==> config.mk <==
export PLATFORM = sky130hd
export DESIGN_NAME = alu
export DESIGN_NICKNAME = d
export VERILOG_FILES = /design/src/source/pkg_alu.sv /design/src/source/alu.sv /design/src/source/wb_arbiter.sv /design/src/source/srl_unit.sv /design/src/source/cnvt_unit.sv /design/src/source/idiv_unit.sv /design/src/source/ma_unit.sv
export VERILOG_INCLUDE_DIRS = /design/src /design/src/source
export SDC_FILE = /design/constraint.sdc
export NUM_CORES = 2
export LEC_CHECK = 0
export BUFFER_PORTS_ARGS = -buffer_cell sky130_fd_sc_hd__buf_2
export CORE_ASPECT_RATIO = 1.25
export CORE_MARGIN = 5
export CORE_UTILIZATION = 25
export DETAILED_ROUTE_END_ITERATION = 8
export GPL_ROUTABILITY_DRIVEN = 0
export HOLD_SLACK_MARGIN = 0.1
export PLACE_DENSITY = 0.36
export SETUP_SLACK_MARGIN = 0.05
export SLEW_MARGIN = 40
export SYNTH_ARGS = -nofsm -noshare
export SYNTH_HDL_FRONTEND = slang
export SYNTH_HIERARCHICAL = 1
export SYNTH_SLANG_ARGS = --single-unit
==> constraint.sdc <==
create_clock -name clock -period 44.3 [get_ports clock]
set_input_delay 6.645 -clock clock [delete_from_list [all_inputs] [get_ports clock]]
set_output_delay 6.645 -clock clock [all_outputs]
set_load 0.005 [all_outputs]
==> src/source/alu_consts.svh <==
/*
 Widths and counts shared by the integer cluster.
 ALU_ISSUE_W must be wide enough that the six results in flight never alias.
 ALU_DIV_STEPS has to equal ALU_DATA_W for the divider to finish.
*/

`ifndef ALU_CONSTS_SVH
`define ALU_CONSTS_SVH

// ~~~~~~~~~~~~~~~~~~~~
// Datapath widths.
// ~~~~~~~~~~~~~~~~~~~~
`define ALU_DATA_W		32
`define ALU_INDEX_W		5

// Issue numbers wrap. Ages compare by difference.
`define ALU_ISSUE_W		4

// ~~~~~~~~~~~~~~~~~~~~
// Divider.
// ~~~~~~~~~~~~~~~~~~~~
`define ALU_DIV_STEPS	`ALU_DATA_W

`endif
==> src/source/pkg_alu.sv <==
/*
 Types for the integer execution cluster.
 Opcode bits [3:2] pick the unit and must stay in step with unit_sel_t.
*/

`include "alu_consts.svh"

package pkg_alu;

	typedef logic [`ALU_DATA_W-1:0]		data_t;
	typedef logic [`ALU_INDEX_W-1:0]	index_t;
	typedef logic [`ALU_ISSUE_W-1:0]	issue_no_t;

	// ~~~~~~~~~~~~~~~~~~~~
	// Opcodes.
	// ~~~~~~~~~~~~~~~~~~~~
	typedef enum logic [3:0] {
		OP_ADD		= 4'b0000,
		OP_SUB		= 4'b0001,
		OP_MUL		= 4'b0010,
		OP_MAC		= 4'b0011,
		OP_DIV		= 4'b0100,
		OP_REM		= 4'b0101,
		OP_ABS		= 4'b1000,
		OP_NEG		= 4'b1001,
		OP_SEXT8	= 4'b1010,
		OP_CLZ		= 4'b1011,
		OP_SLL		= 4'b1100,
		OP_SRL		= 4'b1101,
		OP_SRA		= 4'b1110,
		OP_ROR		= 4'b1111
	} alu_op_t;

	typedef enum logic [1:0] {UNIT_MA, UNIT_DIV, UNIT_CNVT, UNIT_SRL} unit_sel_t;

	typedef enum logic [1:0] {DIV_IDLE, DIV_RUN, DIV_DONE} div_state_t;

endpackage

==> src/source/alu.sv <==
/*
 Integer execution cluster top.
 The requester pulses req only while ready is high; done has no handshake.
 stall blocks writeback and eventually lowers ready.
*/
`timescale 1ns/100ps

module alu
	import pkg_alu::*;
(
	input	logic		clock,
	input	logic		arst_n,
	input	logic		req,
	input	alu_op_t	op,
	input	data_t		src1,
	input	data_t		src2,
	input	data_t		src3,
	input	index_t		index,
	input	logic		stall,
	output	logic		ready,
	output	logic		done,
	output	data_t		wb_data,
	output	index_t		wb_index,
	output	issue_no_t	wb_issue_no
);

	unit_sel_t	unit;
	logic		accept;
	issue_no_t	issue_cnt;
	logic		en_ma, en_div, en_cnvt, en_srl;
	logic		ma_valid, div_valid, cnvt_valid, srl_valid;
	data_t		ma_result, div_result, cnvt_result, srl_result;
	index_t		ma_index, div_index, cnvt_index, srl_index;
	issue_no_t	ma_issue_no, div_issue_no, cnvt_issue_no, srl_issue_no;
	logic		ma_take, div_take, cnvt_take, srl_take;
	logic		ma_ready, div_ready, cnvt_ready, srl_ready;

	// ~~~~~~~~~~~~~~~~~~~~
	// Decode and issue.
	// ~~~~~~~~~~~~~~~~~~~~
	assign unit		= unit_sel_t'(op[3:2]);
	assign ready	= ma_ready && div_ready && cnvt_ready && srl_ready;
	assign accept	= req && ready;
	assign en_ma	= accept && (unit == UNIT_MA);
	assign en_div	= accept && (unit == UNIT_DIV);
	assign en_cnvt	= accept && (unit == UNIT_CNVT);
	assign en_srl	= accept && (unit == UNIT_SRL);

	always_ff @(posedge clock or negedge arst_n) begin
		if (!arst_n) issue_cnt <= '0;
		else if (accept) issue_cnt <= issue_cnt + 1'b1;	// Wraps.
	end

	ma_unit u_ma (.clock, .arst_n, .en(en_ma), .op, .src1, .src2, .src3, .index,
		.issue_no(issue_cnt), .take(ma_take), .valid(ma_valid), .result(ma_result),
		.wb_index(ma_index), .wb_issue_no(ma_issue_no), .can_accept(ma_ready));

	idiv_unit u_div (.clock, .arst_n, .en(en_div), .op, .src1, .src2, .index,
		.issue_no(issue_cnt), .take(div_take), .valid(div_valid), .result(div_result),
		.wb_index(div_index), .wb_issue_no(div_issue_no), .can_accept(div_ready));

	cnvt_unit u_cnvt (.clock, .arst_n, .en(en_cnvt), .op, .src1, .index,
		.issue_no(issue_cnt), .take(cnvt_take), .valid(cnvt_valid), .result(cnvt_result),
		.wb_index(cnvt_index), .wb_issue_no(cnvt_issue_no), .can_accept(cnvt_ready));

	srl_unit u_srl (.clock, .arst_n, .en(en_srl), .op, .src1, .src2, .index,
		.issue_no(issue_cnt), .take(srl_take), .valid(srl_valid), .result(srl_result),
		.wb_index(srl_index), .wb_issue_no(srl_issue_no), .can_accept(srl_ready));

	wb_arbiter u_arb (.issue_now(issue_cnt), .stall,
		.ma_valid, .div_valid, .cnvt_valid, .srl_valid,
		.ma_result, .div_result, .cnvt_result, .srl_result,
		.ma_index, .div_index, .cnvt_index, .srl_index,
		.ma_issue_no, .div_issue_no, .cnvt_issue_no, .srl_issue_no,
		.ma_take, .div_take, .cnvt_take, .srl_take,
		.done, .wb_data, .wb_index, .wb_issue_no);

	a_req_ready: assert property (@(posedge clock) disable iff (!arst_n) req |-> ready)
		else $error("alu: req while not ready");

endmodule

==> src/source/wb_arbiter.sv <==
/*
 Oldest-first writeback select, purely combinational.
 Age is issue_now minus the result's issue number, so it is always at least one.
*/
`timescale 1ns/100ps

module wb_arbiter
	import pkg_alu::*;
(
	input	issue_no_t	issue_now,
	input	logic		stall,
	input	logic		ma_valid, div_valid, cnvt_valid, srl_valid,
	input	data_t		ma_result, div_result, cnvt_result, srl_result,
	input	index_t		ma_index, div_index, cnvt_index, srl_index,
	input	issue_no_t	ma_issue_no, div_issue_no, cnvt_issue_no, srl_issue_no,
	output	logic		ma_take, div_take, cnvt_take, srl_take,
	output	logic		done,
	output	data_t		wb_data,
	output	index_t		wb_index,
	output	issue_no_t	wb_issue_no
);

	logic [3:0]	valid_v;
	issue_no_t	issue_v [4];
	unit_sel_t	grant;

	assign valid_v		= {srl_valid, cnvt_valid, div_valid, ma_valid};
	assign issue_v[0]	= ma_issue_no;
	assign issue_v[1]	= div_issue_no;
	assign issue_v[2]	= cnvt_issue_no;
	assign issue_v[3]	= srl_issue_no;

	always_comb begin
		issue_no_t	age;
		issue_no_t	best_age;
		grant		= UNIT_MA;
		best_age	= '0;
		for (int i = 0; i < 4; i++) begin
			age = issue_now - issue_v[i];	// Wrapping difference.
			if (valid_v[i] && age > best_age) begin
				best_age	= age;
				grant		= unit_sel_t'(2'(i));
			end
		end
	end

	assign done			= (|valid_v) && !stall;
	assign ma_take		= done && (grant == UNIT_MA);
	assign div_take		= done && (grant == UNIT_DIV);
	assign cnvt_take	= done && (grant == UNIT_CNVT);
	assign srl_take		= done && (grant == UNIT_SRL);

	always_comb begin
		case (grant)
			UNIT_MA:	{wb_data, wb_index, wb_issue_no} = {ma_result, ma_index, ma_issue_no};
			UNIT_DIV:	{wb_data, wb_index, wb_issue_no} = {div_result, div_index, div_issue_no};
			UNIT_CNVT:	{wb_data, wb_index, wb_issue_no} = {cnvt_result, cnvt_index, cnvt_issue_no};
			default:	{wb_data, wb_index, wb_issue_no} = {srl_result, srl_index, srl_issue_no};
		endcase
	end

	// At most one unit releases its result, and only one that holds something.
	always_comb begin
		a_one_take: assert ($onehot0({srl_take, cnvt_take, div_take, ma_take}) &&
			!(|({srl_take, cnvt_take, div_take, ma_take} & ~valid_v)))
			else $error("wb_arbiter: bad take pattern");
	end

endmodule

==> src/source/srl_unit.sv <==
/*
 Single-cycle shifts and rotate right.
 Only the low log2(ALU_DATA_W) bits of src2 set the amount.
*/
`timescale 1ns/100ps

`include "alu_consts.svh"

module srl_unit
	import pkg_alu::*;
(
	input	logic		clock,
	input	logic		arst_n,
	input	logic		en,
	input	alu_op_t	op,
	input	data_t		src1,
	input	data_t		src2,
	input	index_t		index,
	input	issue_no_t	issue_no,
	input	logic		take,
	output	logic		valid,
	output	data_t		result,
	output	index_t		wb_index,
	output	issue_no_t	wb_issue_no,
	output	logic		can_accept
);

	localparam int SH_W = $clog2(`ALU_DATA_W);

	logic [SH_W-1:0]	amount;
	data_t				calc;

	assign amount = src2[SH_W-1:0];

	always_comb begin
		case (op)
			OP_SLL:		calc = src1 << amount;
			OP_SRL:		calc = src1 >> amount;
			OP_SRA:		calc = $signed(src1) >>> amount;
			default:	calc = (src1 >> amount) | (src1 << (`ALU_DATA_W - amount));	// OP_ROR.
		endcase
	end

	assign can_accept = !valid || take;

	always_ff @(posedge clock or negedge arst_n) begin
		if (!arst_n) valid <= 1'b0;
		else if (en) valid <= 1'b1;
		else if (take) valid <= 1'b0;
	end

	always_ff @(posedge clock) begin
		if (en) begin
			result		<= calc;
			wb_index	<= index;
			wb_issue_no	<= issue_no;
		end
	end

endmodule

==> src/source/cnvt_unit.sv <==
/*
 Single-cycle abs, negate, byte sign-extend and count leading zeros.
 Abs of the most negative value wraps to itself.
*/
`timescale 1ns/100ps

`include "alu_consts.svh"

module cnvt_unit
	import pkg_alu::*;
(
	input	logic		clock,
	input	logic		arst_n,
	input	logic		en,
	input	alu_op_t	op,
	input	data_t		src1,
	input	index_t		index,
	input	issue_no_t	issue_no,
	input	logic		take,
	output	logic		valid,
	output	data_t		result,
	output	index_t		wb_index,
	output	issue_no_t	wb_issue_no,
	output	logic		can_accept
);

	data_t calc;

	function automatic data_t count_lz(input data_t v);
		data_t	n;
		logic	found;
		n		= '0;
		found	= 1'b0;
		for (int i = `ALU_DATA_W - 1; i >= 0; i--) begin
			if (!found && !v[i]) n = n + 1'b1;
			else found = 1'b1;
		end
		return n;
	endfunction

	always_comb begin
		case (op)
			OP_ABS:		calc = src1[`ALU_DATA_W-1] ? -src1 : src1;
			OP_NEG:		calc = -src1;
			OP_SEXT8:	calc = {{(`ALU_DATA_W-8){src1[7]}}, src1[7:0]};
			default:	calc = count_lz(src1);	// OP_CLZ.
		endcase
	end

	assign can_accept = !valid || take;

	always_ff @(posedge clock or negedge arst_n) begin
		if (!arst_n) valid <= 1'b0;
		else if (en) valid <= 1'b1;
		else if (take) valid <= 1'b0;
	end

	always_ff @(posedge clock) begin
		if (en) begin
			result		<= calc;
			wb_index	<= index;
			wb_issue_no	<= issue_no;
		end
	end

endmodule

==> src/source/idiv_unit.sv <==
/*
 Unsigned radix-2 restoring divider, one division at a time.
 Zero divisor gives an all-ones quotient and the dividend as remainder.
 Latency is ALU_DIV_STEPS+1 cycles, or one cycle for a zero divisor.
*/
`timescale 1ns/100ps

`include "alu_consts.svh"

module idiv_unit
	import pkg_alu::*;
(
	input	logic		clock,
	input	logic		arst_n,
	input	logic		en,
	input	alu_op_t	op,
	input	data_t		src1,
	input	data_t		src2,
	input	index_t		index,
	input	issue_no_t	issue_no,
	input	logic		take,
	output	logic		valid,
	output	data_t		result,
	output	index_t		wb_index,
	output	issue_no_t	wb_issue_no,
	output	logic		can_accept
);

	localparam int CNT_W = $clog2(`ALU_DIV_STEPS);

	div_state_t				state;
	logic [CNT_W-1:0]		count;
	data_t					quot, rmd, divisor;
	logic					is_rem;
	logic [`ALU_DATA_W:0]	trial, diff;

	// One restoring step.
	assign trial	= {rmd, quot[`ALU_DATA_W-1]};
	assign diff		= trial - {1'b0, divisor};

	assign valid		= (state == DIV_DONE);
	assign can_accept	= (state == DIV_IDLE);
	assign result		= is_rem ? rmd : quot;

	always_ff @(posedge clock or negedge arst_n) begin
		if (!arst_n) begin
			state <= DIV_IDLE;
		end else begin
			case (state)
				DIV_IDLE:	if (en) state <= (src2 == '0) ? DIV_DONE : DIV_RUN;
				DIV_RUN:	if (count == '0) state <= DIV_DONE;
				DIV_DONE:	if (take) state <= DIV_IDLE;
				default:	state <= DIV_IDLE;
			endcase
		end
	end

	always_ff @(posedge clock) begin
		if (state == DIV_IDLE && en) begin
			is_rem		<= (op == OP_REM);
			wb_index	<= index;
			wb_issue_no	<= issue_no;
			divisor		<= src2;
			count		<= CNT_W'(`ALU_DIV_STEPS - 1);
			quot		<= (src2 == '0) ? '1 : src1;
			rmd			<= (src2 == '0) ? src1 : '0;
		end else if (state == DIV_RUN) begin
			count		<= count - 1'b1;
			quot		<= {quot[`ALU_DATA_W-2:0], !diff[`ALU_DATA_W]};	// Set bit if no borrow.
			rmd			<= diff[`ALU_DATA_W] ? trial[`ALU_DATA_W-1:0] : diff[`ALU_DATA_W-1:0];
		end
	end

endmodule

==> src/source/ma_unit.sv <==
/*
 Three-stage add/sub/mul/mac pipeline, results wrap at the data width.
 The whole pipe freezes while the last stage holds an untaken result.
*/
`timescale 1ns/100ps

module ma_unit
	import pkg_alu::*;
(
	input	logic		clock,
	input	logic		arst_n,
	input	logic		en,
	input	alu_op_t	op,
	input	data_t		src1,
	input	data_t		src2,
	input	data_t		src3,
	input	index_t		index,
	input	issue_no_t	issue_no,
	input	logic		take,
	output	logic		valid,
	output	data_t		result,
	output	index_t		wb_index,
	output	issue_no_t	wb_issue_no,
	output	logic		can_accept
);

	logic		advance;
	logic		s1_valid, s2_valid;
	alu_op_t	s1_op;
	data_t		s1_a, s1_b, s1_c;
	index_t		s1_index, s2_index;
	issue_no_t	s1_issue, s2_issue;
	logic		s2_sub;
	data_t		s2_x, s2_y;

	assign advance		= !valid || take;	// Last stage empty or leaving.
	assign can_accept	= advance;

	always_ff @(posedge clock or negedge arst_n) begin
		if (!arst_n) begin
			s1_valid	<= 1'b0;
			s2_valid	<= 1'b0;
			valid		<= 1'b0;
		end else if (advance) begin
			s1_valid	<= en;
			s2_valid	<= s1_valid;
			valid		<= s2_valid;
		end
	end

	always_ff @(posedge clock) begin
		if (advance) begin
			s1_op		<= op;
			s1_a		<= src1;
			s1_b		<= src2;
			s1_c		<= src3;
			s1_index	<= index;
			s1_issue	<= issue_no;
			// Product or pass-through.
			s2_sub		<= (s1_op == OP_SUB);
			s2_x		<= (s1_op == OP_MUL || s1_op == OP_MAC) ? s1_a * s1_b : s1_a;
			s2_y		<= (s1_op == OP_MUL) ? '0 : (s1_op == OP_MAC) ? s1_c : s1_b;
			s2_index	<= s1_index;
			s2_issue	<= s1_issue;
			result		<= s2_sub ? s2_x - s2_y : s2_x + s2_y;
			wb_index	<= s2_index;
			wb_issue_no	<= s2_issue;
		end
	end

	// A held result stays put until the arbiter takes it.
	a_hold: assert property (@(posedge clock) disable iff (!arst_n)
		valid && !take |=> valid && $stable(result) && $stable(wb_issue_no))
		else $error("ma_unit: held result changed without take");

endmodule

; ---- Word-level counts from Yosys, hierarchy flattened
; Index checks and enable logic that the tools add are counted.
[word_totals]
register_bits = 428
inputBits = 109
output_inout_bits = 43
wordCells = 395
[op_classes]
addsub = 42
multipliers = 1
magnitude_cmp = 4
eq_ne = 21
n_shift = 4
muxes = 157
bitwise = 1
reduce_logical = 131
[op_table]
columns = cell, n
row1 = 32-bit two-way mux, 74
row2 = 32-bit by 1-bit adder with 32-bit output (second input constant), 31
row3 = 32-bit one-hot mux with 3 select lines, 3
row4 = 1-bit two-way mux, 68
row5 = 1-bit logical NOT, 67
row6 = 1-bit logical AND, 49
row7 = 33-bit by 32-bit subtractor with 33-bit output, 1
row8 = 32-bit adder, 1
row9 = 32-bit logical NOT, 1
row10 = 32-bit by 32-bit multiplier with 32-bit output, 1
row11 = 32-bit negator, 1
row12 = 32-bit OR, 1
row13 = 32-bit by 32-bit << shifter with 32-bit output, 1
row14 = 32-bit by 5-bit << shifter with 32-bit output, 1
row15 = 32-bit by 5-bit >> shifter with 32-bit output, 1
row16 = 32-bit by 5-bit >>> shifter with 32-bit output, 1
row17 = 32-bit subtractor, 1
row18 = 4-bit == test (second input constant), 6
row19 = 4-bit subtractor, 4
row20 = 5-bit one-hot mux with 3 select lines, 1
row21 = 4-bit greater-than comparator, 3
row22 = 2-bit two-way mux, 6
row23 = 4-bit two-way mux, 3
row24 = 4-bit one-hot mux with 3 select lines, 1
row25 = 18 further kinds, 34

; ---- Longest topological paths before layout
[logic_depth]
ltp_word = 127
ltp_mapped = 95
depth_no_buf = 94

; ---- Hierarchy
; The synthesis kept the hierarchy.
[by_module_without_submodules]
columns = mod, instances, cells_each, area_per_inst_um2, seq_area_each_um2
row1 = ma_unit, 1, 2510, 25692.1, 6801.5
row2 = srl_unit, 1, 1001, 8719.6, 1256.2
row3 = idiv_unit, 1, 659, 6895.4, 3333.2
row4 = cnvt_unit, 1, 847, 6754.0, 1256.2
row5 = wb_arbiter, 1, 299, 2162.1, 0.0
row6 = alu, 1, 19, 230.2, 100.1

; ---- Worst setup path after synthesis
; OpenSTA, ideal clock, no wires.
[synth_path]
path_kind = input port to flip-flop
from = input src1[30]
to = register u_cnvt.result[8], data pin
setup_ns = 0.264
t_arrival_ns = 24.257
t_required_ns = 44.036
path_slack_ns = 19.779
path_stages = 93
n_path_buf = 1
path_cell_list = clkbuf_1 -> inv_1 -> a21oi_1 -> ha_1 -> o31a_1 -> ha_1 -> mux2_2 -> o31a_1 -> ha_1 -> nand2_1 -> nand2_1 -> ha_1 -> mux2i_1 -> o21ai_0 -> ha_1 -> mux2_2 -> ha_1 -> mux2i_1 -> [... 57 more ...] -> a21oi_1 -> ha_1 -> mux2_2 -> ha_1 -> mux2_2 -> ha_1 -> mux2_2 -> ha_1 -> mux2i_1 -> o211ai_1 -> o21ai_0 -> inv_1 -> ha_1 -> nand4_1 -> o21bai_1 -> o21a_1 -> a211oi_1 -> o41a_1
[synth_via]
elab_chain_len = 124
elab_cells_between_ends = 214
cone_classes = add/sub: 30 / mux: 122 / reduce/logical: 62
[synth_lines]
columns = element, line
row1 = "start, declared", alu.sv:15  ; input data_t src1,
row2 = 1-bit logical NOT *, cnvt_unit.sv:35  ; if (!found && !v[i]) n = n + 1'b1;
row3 = 1-bit logical AND *, cnvt_unit.sv:35
row4 = branches (longest 120 deep; another with 32-bit by 1-bit adder with 32-bit output), -
row5 = 32-bit two-way mux *, cnvt_unit.sv:35
row6 = 32-bit one-hot mux with 3 select lines *, cnvt_unit.sv:42  ; case (op)
row7 = via u_cnvt.calc[8], cnvt_unit.sv:27  ; data_t calc;
row8 = "end signal, assigned", cnvt_unit.sv:60  ; result <= calc;
row9 = "end, declared", cnvt_unit.sv:21  ; output data_t result,
; Mark *: on every way through the listed nets, which the timed path passes. The select of a mux whose other input is x is not followed.
; A chain may end at the register's enable or synchronous reset.

; ---- Worst setup path after layout
[layout_path]
from = input src1[31]
to = register u_cnvt.result[8], data pin
[layout_via]
elab_chain_len = 126
elab_cells_between_ends = 220
cone_classes = add/sub: 31 / mux: 127 / reduce/logical: 62
[layout_lines]
columns = element, line
row1 = branches (longest 125 deep; another with 32-bit by 1-bit adder with 32-bit output), -
row2 = 32-bit one-hot mux with 3 select lines *, cnvt_unit.sv:42
row3 = via u_cnvt.calc[8], cnvt_unit.sv:27
; Marked as above.

==> metrics.md <==
| Metric | Value |
|---|---|
| First-pass GRT wire length | `304 mm` |
| Share of cells above drive strength 1 | `0.117` |
| Relative slew margins | `0.374` |
| Reg-to-reg slack, setup | `roughly 34 ns` |
| Worst Hold Launch | `u_ma/s1_issue[2]$_DFFE_PP_` |
| Clock Latency Late Sink | `a little over 0.7 ns` |
| DR iter-0 viols | `2667` |
| # port buffers | `approximately 150` |
| Layout Skew | `0.0725 ns` |
| H-tree depth | `2` |
| GRT Total Usage | `0.195` |
| Outcome | `finished, final reports clean` |
| CP required | `around 45 ns` |
| Total setup buffers inserted after CTS | `0` |
| Slowest stage delay, CP | `0.48 ns` |
| Final setup viols | `0` |
| CTS resizes | `0` |
| Pre-Repair DR Iteration Count | `6` |
| WHS Path Cells | `0` |
| Initial core utilization | `0.251` |
| Final Hold Fails | `0` |
| Reg2Reg Depth | `35` |
| Critical path capture point type | `register` |
| Vias in the first global route | `approximately 42000` |
| CP Launch Type | `input pin` |
| Clock sink count | `428` |
| #FFs+latches synth | `428` |
| CTS tree | `built` |
| RSZ-0062 raised after global routing | `false` |
| Clock Root Buffer | `clkbuf_16` |
| Worst r2r src | `issue_cnt[0]$_DFFE_PN0P_` |
| Die H | `approximately 510 um` |
| Area fraction in compound gates after synthesis | `0.128` |
| Register area share after synthesis | `0.253` |
| EDFF count, synth | `between 400 and 500` |
| F_max | `37.4 MHz` |
| Post-DRT Antenna Nets | `0` |
| Minimum clock period | `26.73 ns` |
| Reg2reg end | `u_div/rmd[17]$_DFFE_PP_` |
| Ys async rst share | `0.0257` |
| Min-Delay Path Class | `register to register` |
| Clock-pin transition on the worst setup and hold timing paths | `about 0.070 ns` |
| Max-slew violations | `0` |
| DRC Markers | `0` |
| Critical setup path kind | `input pin to register` |
| Main combinational cell family by area after synthesis | `adder cells` |
| Instance count of the mapped netlist | `5335` |
| Crit-path max FO | `38` |
| Arr. time, crit path | `~27 ns` |
| Area delta synth->final | `10.7%` |
| Hold Buf Count CTS | `0` |
| Row count | `about 180` |
| Vias | `40800` |
| Fin Setup TNS | `0 ns` |
| Vias per Instance | `between 5 and 6` |
| Tcrit/Tclk final | `0.603` |
| Max Cap Violations | `0` |
| Clk buf depth | `3` |
| Syn nets | `just over 6000` |
| Mean Syn Cell Area | `9.46 sq um` |
| Post-Syn Area | `around 50000 sq um` |
| Detailed-route wire length | `210 mm` |
| Distinct cell type count after synthesis | `approximately 140` |
| Synth Area in Simple Gates | `0.170` |
| GR Overflow Total | `0` |
| WL/cell | `26.1 um` |
| Worst-Margin Slew | `just over 0.9 ns` |
| Num ports | `approximately 150` |
| Synth Area in XOR/XNOR | `0.0585` |
| Post-synthesis adder-cell area fraction | `0.225` |
| Core Area | `around 200000 sq um` |
| Pin count of the biggest net entering global routing | `91` |
| CP max-delay cell | `buf_4` |
| Mux contribution to synthesized area | `0.0926` |
| Fin nets | `about 6100` |
| Ys flop type | `edfxtp_1` |
| Die width | `about 410 um` |
| Hold Path End | `u_ma/s2_issue[2]$_DFFE_PP_` |
| Antenna violations before repair | `7` |
| Cell mode on critical path | `ha_1` |
| Yosys warns | `6` |
| Die area | `between 200000 and 250000 sq um` |
| Total CTS buffers | `54` |
| Final HPWL DP | `158 mm` |
## cell families (layout without fill, tap and decap cells)
group	count (synthesis)	after routing
and+or+nand+nor	1708	1708
AOI/OAI and AO/OA	976	976
buffers and inverters	889	921
adders and majority gates	660	660
DFF	428	428
muxes	374	374
xor gates and xnor gates	300	300
other	0	10
## worst max-delay path: cells and delay by family
family / cells / cell delay, ns
compound gates: 26 / 5.30
fa+ha+maj: 29 / 9.56
buf+inv: 6 / 0.91
mux: 18 / 3.51
simple gates: 14 / 1.25
## worst max path at each step
stage,from,cells past startpoint,endpoint
2_1_floorplan,src1[30],93,u_cnvt/result[8]$_DFFE_PP_
3_3_place_gp,src1[31],93,u_cnvt/result[8]$_DFFE_PP_
3_5_place_dp,src1[31],93,u_cnvt/result[8]$_DFFE_PP_
4_1_cts,src1[31],93,u_cnvt/result[8]$_DFFE_PP_
5_1_grt,src1[31],93,u_cnvt/result[8]$_DFFE_PP_
6_report,src1[31],93,u_cnvt/result[8]$_DFFE_PP_
## sequential cells by signal, indices dropped and copies added, names as in the netlist, 5 cells and up
register and cells:
u_cnvt/result 32, u_div/divisor 32, u_div/quot 32, u_div/rmd 32, u_ma/result 32, u_ma/s1_a 32
u_ma/s1_b 32, u_ma/s1_c 32, u_ma/s2_x 32, u_ma/s2_y 32, u_srl/result 32, u_cnvt/wb_index 5
u_div/count 5, u_div/wb_index 5, u_ma/s1_index 5, u_ma/s2_index 5, u_ma/wb_index 5, u_srl/wb_index 5
## cells in the mapped netlist, types with 19 or more instances
cell / n / area, sq um
xor2_1: 82 / 718
and2_1: 332 / 2080
a211oi_1: 77 / 578
buf_6: 27 / 304
and3_1: 21 / 131
a21oi_1: 204 / 1020
nor4_1: 29 / 181
ha_1: 245 / 3070
o21a_1: 34 / 255
buf_4: 19 / 143
clkbuf_1: 221 / 830
xnor2_1: 189 / 1660
buf_2: 44 / 220
o22ai_1: 38 / 238
mux4_2: 59 / 1330
a31oi_1: 36 / 225
o211ai_1: 32 / 240
nor3_1: 106 / 531
nor2b_1: 34 / 213
nand2b_1: 50 / 313
nand2_1: 629 / 2360
nand3_1: 84 / 420
mux2_2: 90 / 1010
fa_1: 414 / 8290
a21o_1: 53 / 398
edfxtp_1: 412 / 12400
nand4_1: 21 / 131
inv_1: 560 / 2100
mux2i_1: 211 / 2110
nor2_1: 263 / 987
o21ai_0: 247 / 1240
o21ai_1: 33 / 165
a22oi_1: 19 / 143
or3_1: 20 / 125
## layout by cell type, fill, tap and decap left out, drive strengths merged, types with 15 or more instances in the layout
cell type	instances
a211oi	80
a21o	53
a21oi	213
a22oi	19
a31oi	37
and2	334
and3	21
buf	258
clkbuf	61
clkinv	24
edfxtp	412
fa	414
ha	245
inv	568
mux2	101
mux2i	213
mux4	60
nand2	634
nand2b	51
nand3	84
nand4	21
nor2	267
nor2b	36
nor3	111
nor3b	21
nor4	33
o211ai	33
o21a	34
o21ai	281
o221ai	15
o22ai	38
o31ai	22
or2	16
or3	20
xnor2	199
xor2	89
## layout make-up
class                   count  area, sq um
inverters                 563         2120
well taps                2697         3370
clock inverters            39          433
flip-flops and latches    428        12700
multi-input cells        4018        34100
diodes                     10         25.0
fillers                 21400       145000
repair buffers            259         1670
clock buffers              60         1370
## routing by layer
layer / up-vias / global-route usage / part of all wire
li1: 18400 / - / -
met1: 20900 / 0.237 / 0.40
met2: 1220 / 0.347 / 0.50
met3: 338 / 0.0183 / 0.041
met4: 2 / 0.0876 / 0.052
met5: - / 0 / 0.000071
## metrics by stage
stage	worst slack [ns]	hold slack, ns	cells	area, sq um	util
floorplan	19.78	0.400	5335	50500	-
global placement	17.16	0.401	7957	53800	0.268
detailed placement	16.84	0.405	7963	54000	0.268
CTS	17.57	0.419	8062	55800	0.277
global route	16.14	0.420	8065	55800	0.278
finish	17.57	0.415	8074	55800	0.278
Power is not shown: default switching activity piles up to over one toggle a cycle in this logic, so the estimate is an artifact.
